<file path="config.mk">
export PLATFORM = sky130hd
export DESIGN_NAME = fetch_unit
export DESIGN_NICKNAME = d
export VERILOG_FILES = /design/src/common/fetch_pkg.sv /design/src/fetch/pc_gen.sv /design/src/fetch/branch_predictor.sv /design/src/fetch/fetch_stage.sv /design/src/fetch/fetch_unit.sv
export SDC_FILE = /design/constraint.sdc
export NUM_CORES = 1
export LEC_CHECK = 0
export ABC_CLOCK_PERIOD_IN_PS = 8820
export BUFFER_PORTS_ARGS = -buffer_cell sky130_fd_sc_hd__buf_2
export CAP_MARGIN = 20
export CELL_PAD_IN_SITES_DETAIL_PLACEMENT = 1
export CELL_PAD_IN_SITES_GLOBAL_PLACEMENT = 2
export CORE_MARGIN = 3
export CORE_UTILIZATION = 51
export CTS_CLUSTER_SIZE = 10
export DETAILED_ROUTE_END_ITERATION = 7
export HOLD_SLACK_MARGIN = 0.06
export PLACE_DENSITY = 0.95
export SLEW_MARGIN = 25
export SYNTH_ARGS = -nofsm -noshare
export SYNTH_HDL_FRONTEND = slang
export SYNTH_SLANG_ARGS = --single-unit
</file>
<file path="constraint.sdc">
create_clock -name clk_i -period 8.82 [get_ports clk_i]
set_input_delay 1.764 -clock clk_i [delete_from_list [all_inputs] [get_ports clk_i]]
set_output_delay 1.764 -clock clk_i [all_outputs]
set_load 0.02 [all_outputs]
</file>
<file path="src/common/fetch_pkg.sv">
// Fetch package with widths, boot address, BTB sizes and counter-state enum

package fetch_pkg;

    // ------------------------------------------------------------------------
    // Datapath widths
    // ------------------------------------------------------------------------

    // Address and data width
    localparam int XLEN = 32;

    // Instruction width in bits
    localparam int ILEN = 32;

    // ------------------------------------------------------------------------
    // Boot
    // ------------------------------------------------------------------------

    // First fetch address after reset
    localparam logic [XLEN-1:0] BOOT_PC = 32'h0000_0100;

    // ------------------------------------------------------------------------
    // Branch target buffer geometry
    // ------------------------------------------------------------------------

    // Index bits taken from PC[5:2]
    localparam int BTB_IDX_W = 4;

    // Number of direct-mapped entries
    localparam int BTB_DEPTH = 1 << BTB_IDX_W;

    // Remaining upper PC bits form the tag
    // Two low bits dropped for word alignment
    localparam int BTB_TAG_W = XLEN - BTB_IDX_W - 2;

    // ------------------------------------------------------------------------
    // Branch history counter
    // ------------------------------------------------------------------------

    // 2-bit saturating counter
    // Upper bit set means predict taken
    typedef enum logic [1:0] {
        STRONG_NT = 2'b00,
        WEAK_NT   = 2'b01,
        WEAK_T    = 2'b10,
        STRONG_T  = 2'b11
    } bht_state_e;

endpackage

</file>
<file path="src/fetch/pc_gen.sv">
// Program counter register with next-PC priority select and flush output

module pc_gen (
    input  logic                      clk_i,
    input  logic                      rst_n_i,
    input  logic                      except_raised_i,
    input  logic [fetch_pkg::XLEN-1:0] except_pc_i,
    input  logic                      res_valid_i,
    input  logic                      res_mispredict_i,
    input  logic                      res_taken_i,
    input  logic [fetch_pkg::XLEN-1:0] res_pc_i,
    input  logic [fetch_pkg::XLEN-1:0] res_target_i,
    input  logic                      pred_taken_i,
    input  logic [fetch_pkg::XLEN-1:0] pred_target_i,
    input  logic                      fetch_ready_i,
    output logic [fetch_pkg::XLEN-1:0] pc_o,
    output logic                      flush_o
);

    import fetch_pkg::*;

    // Byte step between sequential instructions
    localparam logic [XLEN-1:0] PC_STEP = XLEN'(ILEN / 8);

    logic            mispredict;
    logic [XLEN-1:0] add_base;
    logic [XLEN-1:0] add_out;
    logic [XLEN-1:0] next_pc;

    // ------------------------------------------------------------------------
    // Redirect decode
    // ------------------------------------------------------------------------

    // Mispredict reported by execute
    assign mispredict = res_valid_i & res_mispredict_i;

    // Any redirect kills the younger instruction in the output register
    assign flush_o = except_raised_i | mispredict;

    // ------------------------------------------------------------------------
    // Next PC
    // ------------------------------------------------------------------------

    // One shared adder
    // Branch address on mispredict, else current PC
    assign add_base = mispredict ? res_pc_i : pc_o;
    assign add_out  = add_base + PC_STEP;

    // Exception first, then mispredict, predicted taken and sequential
    always_comb begin
        if (except_raised_i) begin
            next_pc = except_pc_i;
        end else if (mispredict) begin
            // Not-taken fix-up resumes after the branch
            next_pc = res_taken_i ? res_target_i : add_out;
        end else if (pred_taken_i) begin
            next_pc = pred_target_i;
        end else begin
            next_pc = add_out;
        end
    end

    // PC register
    // Redirect loads even while the output stage is stalled
    always_ff @(posedge clk_i or negedge rst_n_i) begin
        if (!rst_n_i) begin
            pc_o <= BOOT_PC;
        end else if (fetch_ready_i || flush_o) begin
            pc_o <= next_pc;
        end
    end

endmodule

</file>
<file path="src/fetch/branch_predictor.sv">
// Direct-mapped branch target buffer with 2-bit counters, lookup and update

module branch_predictor (
    input  logic                      clk_i,
    input  logic                      rst_n_i,
    input  logic [fetch_pkg::XLEN-1:0] pc_i,
    input  logic                      res_valid_i,
    input  logic                      res_taken_i,
    input  logic [fetch_pkg::XLEN-1:0] res_pc_i,
    input  logic [fetch_pkg::XLEN-1:0] res_target_i,
    output logic                      pred_taken_o,
    output logic [fetch_pkg::XLEN-1:0] pred_target_o
);

    import fetch_pkg::*;

    // ------------------------------------------------------------------------
    // Entry storage
    // ------------------------------------------------------------------------

    logic                 valid_q  [BTB_DEPTH];
    logic [BTB_TAG_W-1:0] tag_q    [BTB_DEPTH];
    logic [XLEN-1:0]      target_q [BTB_DEPTH];
    bht_state_e           cnt_q    [BTB_DEPTH];

    // Lookup side
    logic [BTB_IDX_W-1:0] rd_idx;
    logic [BTB_TAG_W-1:0] rd_tag;
    logic                 rd_hit;
    bht_state_e           rd_cnt;

    // Update side
    logic [BTB_IDX_W-1:0] wr_idx;
    logic [BTB_TAG_W-1:0] wr_tag;
    logic                 wr_hit;
    logic                 wr_alloc;
    logic                 wr_target;
    bht_state_e           cnt_next;

    // ------------------------------------------------------------------------
    // Lookup at the fetch PC
    // ------------------------------------------------------------------------

    // Index from PC[5:2], tag from the bits above
    assign rd_idx = pc_i[BTB_IDX_W+1:2];
    assign rd_tag = pc_i[XLEN-1:BTB_IDX_W+2];

    assign rd_hit = valid_q[rd_idx] && (tag_q[rd_idx] == rd_tag);
    assign rd_cnt = cnt_q[rd_idx];

    // Taken only on a hit with a taken-side counter
    assign pred_taken_o  = rd_hit && (rd_cnt == WEAK_T || rd_cnt == STRONG_T);
    assign pred_target_o = target_q[rd_idx];

    // ------------------------------------------------------------------------
    // Resolution update
    // ------------------------------------------------------------------------

    assign wr_idx = res_pc_i[BTB_IDX_W+1:2];
    assign wr_tag = res_pc_i[XLEN-1:BTB_IDX_W+2];

    assign wr_hit = valid_q[wr_idx] && (tag_q[wr_idx] == wr_tag);

    // New entry only for a taken branch that missed
    assign wr_alloc = res_valid_i && !wr_hit && res_taken_i;

    // Target written on allocation or on any taken hit
    assign wr_target = res_valid_i && res_taken_i;

    // Saturating step of the hit counter
    always_comb begin
        cnt_next = cnt_q[wr_idx];
        if (res_taken_i) begin
            case (cnt_q[wr_idx])
                STRONG_NT: cnt_next = WEAK_NT;
                WEAK_NT:   cnt_next = WEAK_T;
                WEAK_T:    cnt_next = STRONG_T;
                default:   cnt_next = STRONG_T;
            endcase
        end else begin
            case (cnt_q[wr_idx])
                STRONG_T:  cnt_next = WEAK_T;
                WEAK_T:    cnt_next = WEAK_NT;
                WEAK_NT:   cnt_next = STRONG_NT;
                default:   cnt_next = STRONG_NT;
            endcase
        end
    end

    // Valid bits and counters
    always_ff @(posedge clk_i or negedge rst_n_i) begin
        if (!rst_n_i) begin
            for (int i = 0; i < BTB_DEPTH; i++) begin
                valid_q[i] <= 1'b0;
                cnt_q[i]   <= STRONG_NT;
            end
        end else if (res_valid_i) begin
            if (wr_hit) begin
                cnt_q[wr_idx] <= cnt_next;
            end else if (wr_alloc) begin
                // Fresh entry starts weakly taken
                valid_q[wr_idx] <= 1'b1;
                cnt_q[wr_idx]   <= WEAK_T;
            end
        end
    end

    // Tags and targets
    always_ff @(posedge clk_i) begin
        if (wr_alloc) begin
            tag_q[wr_idx] <= wr_tag;
        end
        if (wr_target) begin
            target_q[wr_idx] <= res_target_i;
        end
    end

endmodule

</file>
<file path="src/fetch/fetch_stage.sv">
// Output register toward decode with stall hold and flush of wrong-path work

module fetch_stage (
    input  logic                      clk_i,
    input  logic                      rst_n_i,
    input  logic [fetch_pkg::XLEN-1:0] pc_i,
    input  logic [fetch_pkg::ILEN-1:0] imem_rdata_i,
    input  logic                      pred_taken_i,
    input  logic [fetch_pkg::XLEN-1:0] pred_target_i,
    input  logic                      flush_i,
    input  logic                      issue_ready_i,
    output logic                      fetch_ready_o,
    output logic                      instr_valid_o,
    output logic [fetch_pkg::ILEN-1:0] instr_o,
    output logic [fetch_pkg::XLEN-1:0] instr_pc_o,
    output logic                      pred_taken_o,
    output logic [fetch_pkg::XLEN-1:0] pred_target_o
);

    import fetch_pkg::*;

    logic            valid_q;
    logic            valid_d;
    logic            load;
    logic [ILEN-1:0] instr_q;
    logic [XLEN-1:0] pc_q;
    logic            pred_taken_q;
    logic [XLEN-1:0] pred_target_q;

    // ------------------------------------------------------------------------
    // Control
    // ------------------------------------------------------------------------

    // Room when empty or when decode drains the slot this cycle
    assign fetch_ready_o = !valid_q || issue_ready_i;

    // Flushed fetch is dropped rather than loaded
    assign load = fetch_ready_o && !flush_i;

    // Stays full on a new load or while stalled
    // Accept without a new load empties the slot
    assign valid_d = load || (valid_q && !issue_ready_i && !flush_i);

    always_ff @(posedge clk_i or negedge rst_n_i) begin
        if (!rst_n_i) begin
            valid_q      <= 1'b0;
            pred_taken_q <= 1'b0;
        end else begin
            valid_q <= valid_d;
            if (load) begin
                pred_taken_q <= pred_taken_i;
            end
        end
    end

    // ------------------------------------------------------------------------
    // Payload
    // ------------------------------------------------------------------------

    // Held unchanged under back-pressure
    always_ff @(posedge clk_i) begin
        if (load) begin
            instr_q       <= imem_rdata_i;
            pc_q          <= pc_i;
            pred_target_q <= pred_target_i;
        end
    end

    // Outputs to decode
    assign instr_valid_o = valid_q;
    assign instr_o       = instr_q;
    assign instr_pc_o    = pc_q;
    assign pred_taken_o  = pred_taken_q;
    assign pred_target_o = pred_target_q;

endmodule

</file>
<file path="src/fetch/fetch_unit.sv">
// Fetch front end top level joining PC generator, predictor and output stage

module fetch_unit (
    input  logic                      clk_i,
    input  logic                      rst_n_i,
    // Exception redirect
    input  logic                      except_raised_i,
    input  logic [fetch_pkg::XLEN-1:0] except_pc_i,
    // Branch resolution from execute
    input  logic                      res_valid_i,
    input  logic                      res_mispredict_i,
    input  logic                      res_taken_i,
    input  logic [fetch_pkg::XLEN-1:0] res_pc_i,
    input  logic [fetch_pkg::XLEN-1:0] res_target_i,
    // Instruction memory
    output logic [fetch_pkg::XLEN-1:0] imem_addr_o,
    input  logic [fetch_pkg::ILEN-1:0] imem_rdata_i,
    // Decode side
    output logic                      instr_valid_o,
    output logic [fetch_pkg::ILEN-1:0] instr_o,
    output logic [fetch_pkg::XLEN-1:0] instr_pc_o,
    output logic                      pred_taken_o,
    output logic [fetch_pkg::XLEN-1:0] pred_target_o,
    input  logic                      issue_ready_i
);

    import fetch_pkg::*;

    logic [XLEN-1:0] pc;
    logic            pred_taken;
    logic [XLEN-1:0] pred_target;
    logic            fetch_ready;
    logic            flush;

    // Memory is read at the current PC
    assign imem_addr_o = pc;

    // ------------------------------------------------------------------------
    // Stage 1 PC and prediction
    // ------------------------------------------------------------------------

    pc_gen u_pc_gen (
        .clk_i            (clk_i),
        .rst_n_i          (rst_n_i),
        .except_raised_i  (except_raised_i),
        .except_pc_i      (except_pc_i),
        .res_valid_i      (res_valid_i),
        .res_mispredict_i (res_mispredict_i),
        .res_taken_i      (res_taken_i),
        .res_pc_i         (res_pc_i),
        .res_target_i     (res_target_i),
        .pred_taken_i     (pred_taken),
        .pred_target_i    (pred_target),
        .fetch_ready_i    (fetch_ready),
        .pc_o             (pc),
        .flush_o          (flush)
    );

    branch_predictor u_bpred (
        .clk_i         (clk_i),
        .rst_n_i       (rst_n_i),
        .pc_i          (pc),
        .res_valid_i   (res_valid_i),
        .res_taken_i   (res_taken_i),
        .res_pc_i      (res_pc_i),
        .res_target_i  (res_target_i),
        .pred_taken_o  (pred_taken),
        .pred_target_o (pred_target)
    );

    // ------------------------------------------------------------------------
    // Stage 2 output register
    // ------------------------------------------------------------------------

    fetch_stage u_fetch_stage (
        .clk_i         (clk_i),
        .rst_n_i       (rst_n_i),
        .pc_i          (pc),
        .imem_rdata_i  (imem_rdata_i),
        .pred_taken_i  (pred_taken),
        .pred_target_i (pred_target),
        .flush_i       (flush),
        .issue_ready_i (issue_ready_i),
        .fetch_ready_o (fetch_ready),
        .instr_valid_o (instr_valid_o),
        .instr_o       (instr_o),
        .instr_pc_o    (instr_pc_o),
        .pred_taken_o  (pred_taken_o),
        .pred_target_o (pred_target_o)
    );

endmodule

</file>
==> metrics.txt <==
outcome complete, no violations; Starting Density 51.9%; register area share after synthesis 67.1%; Met3 Wirelength 21,800 µm; FILL cells 8,315; synth cell count leaders edfxtp_1, mux4_2, mux2i_1; Post-Synth Simple-Gate Area 4.67%; CP max FO 63; setup total negative slack 0 ns; critical path, cell by cell buf_6 -> buf_4 -> mux4_2 -> mux2i_1 -> o21ai_0 -> a2111oi_0 -> a31oi_1 -> a211oi_1 -> nand4_1 -> buf_8 -> and2_2 -> or2_2; synth-to-layout area growth 13.2%; Post-CTS Setup Bufs 0; crit path kind primary input to flip-flop; syn_area_per_cell 18.1 µm²; crit-path leading delay family buffers and inverters; Gate Count Post-Synth about 2,700; remaining routing DRC violations 0; pre-CTS setup slack 1.79 ns; Setup Viol. Count Final 0; DP HPWL just over 100,000 µm; Final Hold Viols 0; vias in the first global route ~33,000; Post-Synth XOR/XNOR Area 1.68%; Die X ~320 µm; Resized Gates After CTS 0; count of maximum capacitance violations 0; measured slew at the worst slew-check pin between 1 and 1.5 ns; Setup WS post-layout 2.52 ns; PortBufs 264; worst path arrival time 6.93 ns; Yosys top cell by area edfxtp_1; top-count cell post-synth edfxtp_1; pin count of the biggest net entering global routing between 90 and 100; per-cell routed wire length 38.9 µm; synth unique cells 89; CORE AREA around 0.094 mm²; flop2flop setup slack approximately 3.1 ns; Comb power frac approximately 15%; Slew HR 20.6%; hold_buf cts 0; switching part of the total between 20% and 30%; Slew Viols, Final 0; post-synth top area share a little over three fifths; fmax 0.159 GHz; DR top layer met5; CP startpoint kind primary input; leakage power 0.0187 µW; min-delay worst type flip-flop to flip-flop; Post-Synth Adder-Cell Area less than 1%; Final min period 6.30 ns; syn_nets 2,840; Clk pin slew, worst setup/hold paths 0.06 ns; Pre-antenna DRT Iters 6; Synth Area in Compound Gates approximately 5%; post-synthesis mux area share 19.2%; Clk pwr share between 30% and 40%; layout cells sized above 1 slightly below 30%; root buf cell clkbuf_16; GR Overflow Total 0; Power Total 13,100 µW; reg2reg start u_pc_gen.pc_o[3]; asr flop ratio synth 7.41%; worst hold slack 0.505 ns; Max stage delay cell, worst path buf_6; Post-Route M1 WL around 58,000 µm; die height 316 µm; # IOs 265; number of synthesis warnings 0; crit path buf inv count 3; RSZ-0062 raised after global routing false; WL met2 78,400 µm; overall routed net length ~170,000 µm; top cells by area, synth edfxtp_1, mux4_2, dfrtp_1, mux2i_1, xnor2_1; TritonCTS Buffers 131; max incr delay on CP 0.65 ns; sequential group share of total power 46.7%; largest family of logic cells by synthesized area multiplexers; Final nets 3,122; worst-skew pair later-pin latency around 0.77 ns; Worst Hold Launch u_bpred.valid_q[5]; Crit path required time 9.45 ns; row count 112; crit share post-route just over 70%; Antenna Nets Post-Route 0; P per Cell Area roughly 240 mW/mm²; Crit. End Element flip-flop; First DRT Iteration DRCs approximately 5,700; Final Wtd Congestion 0.921; CTS tree built; crit path launch res_pc_i[2]; GRT Overall Usage between 30% and 40%; via count ~31,000; die area 0.0996 mm²; first-pass GRT wire length about 240,000 µm; H-tree depth 4; # clock sinks 1,106; maximum clock path buffer count 3; Pint 9480 µW; maximum VDD drop approximately 210 µV; Post-Synthesis Cell Area 0.0489 mm²; routed vias/inst ~7.3; skew final 0.0321 ns; Net Sw Power 3630 µW; Top FF cell, synth edfxtp_1; FF+latch count, synth 1,106; EDFF count, synth just over 1,000; initial antenna violation count 21
==> power groups by stage <==
stage / logic, µW / registers, µW / clock network, µW
after floorplan: 1160 / 6160 / 0
after global placement: 1800 / 6190 / 0
after detailed placement: 1860 / 6210 / 0
after CTS: 1900 / 6110 / 5070
after global routing: 2010 / 6130 / 5280
final: 1940 / 6120 / 5050
==> per-layer routing <==
| metal | track usage, % | vias to the layer above |
|---|---|---|
| li1 | - | 11709 |
| met1 | 44.1 | 16271 |
| met2 | 52.5 | 2801 |
| met3 | 9.48 | 629 |
| met4 | 18.9 | 18 |
| met5 | 0 | - |
==> logic make-up after synthesis <==
logic type	after synthesis
compound gates	342
xor+xnor	94
fa+ha+maj	3
buf+inv	207
flops	1106
mux	521
simple gates	431
==> sequential cells by signal (all words and copies together), names as in the netlist <==
register and flops:
u_bpred.target_q 512, u_bpred.valid_q 16, u_bpred.tag_q 416, u_pc_gen.pc_o 32, u_fetch_stage.pred_target_o 32, u_fetch_stage.instr_o 32, u_fetch_stage.pred_taken_o 1, u_bpred.cnt_q 32
u_fetch_stage.instr_valid_o 1, u_fetch_stage.instr_pc_o 32
==> final timing paths <==
path / cells past startpoint / end
min: 1 / u_bpred.valid_q[5]
min in group asynchronous: 1 / u_bpred.valid_q[6]
max: 12 / u_bpred.valid_q[0]
min reg2reg: 1 / u_bpred.valid_q[5]
max reg2reg: 12 / u_pc_gen.pc_o[1]
max in group asynchronous: 2 / u_pc_gen.pc_o[3]
==> worst register-to-register path, stage by stage, from the launching register on <==
cell and delay (ns):
dfrtp_4 0.81, buf_4 0.90, and2_1 0.28, buf_4 0.35, a22oi_1 0.19, a21o_1 0.20, a21oi_1 0.34, o2111ai_1 0.24
nor4_4 0.87, nand4bb_2 0.49, buf_4 0.41, o211ai_1 0.36, a2bb2oi_2 0.11
==> stage by stage <==
step                std cells  utilization (%)  cell area, µm²
detailed placement       4107             54.7           51500
floorplan                2704                -           48900
global route             4318             58.8           55400
finish                   4323             58.8           55400
CTS                      4314             58.8           55300
global placement         4106             54.7           51500
==> layout make-up <==
cell class / instances / area (µm²) / area share (%)
clock buffers: 186 / 3570 / 6.44
multi-input cells: 1391 / 15100 / 27.3
diodes: 9 / 22.5 / 0.0407
flip-flops and latches: 1106 / 32800 / 59.3
repair buffers: 336 / 1920 / 3.46
well taps: 1254 / 1570 / 2.83
inverters: 20 / 77.6 / 0.140
clock inverters: 21 / 273 / 0.493
==> layout by cell type (no fill, tap or decap), types with 10 or more instances in the layout <==
cell type  instances
a21oi_1           47
o21ai_0           63
xnor2_1           59
o31ai_1           10
buf_4             68
mux2i_1          171
and2_2            11
and3_1            15
dfrtp_1           77
edfxtp_1        1024
clkbuf_1          49
mux4_2           333
o22ai_1           32
clkbuf_16        133
nand2_1          102
nand3_1           54
nor2b_1           22
a221oi_1          12
inv_1             17
and2_1            12
or2_1             13
nand2b_1          23
nand4_1           29
mux2_2            17
nor4_1            13
buf_2            261
o211ai_1          13
or2_2             10
nor2_1            48
a22oi_1           43
xor2_1            35
nor3_1            30
(Power assumes the default switching activity.)
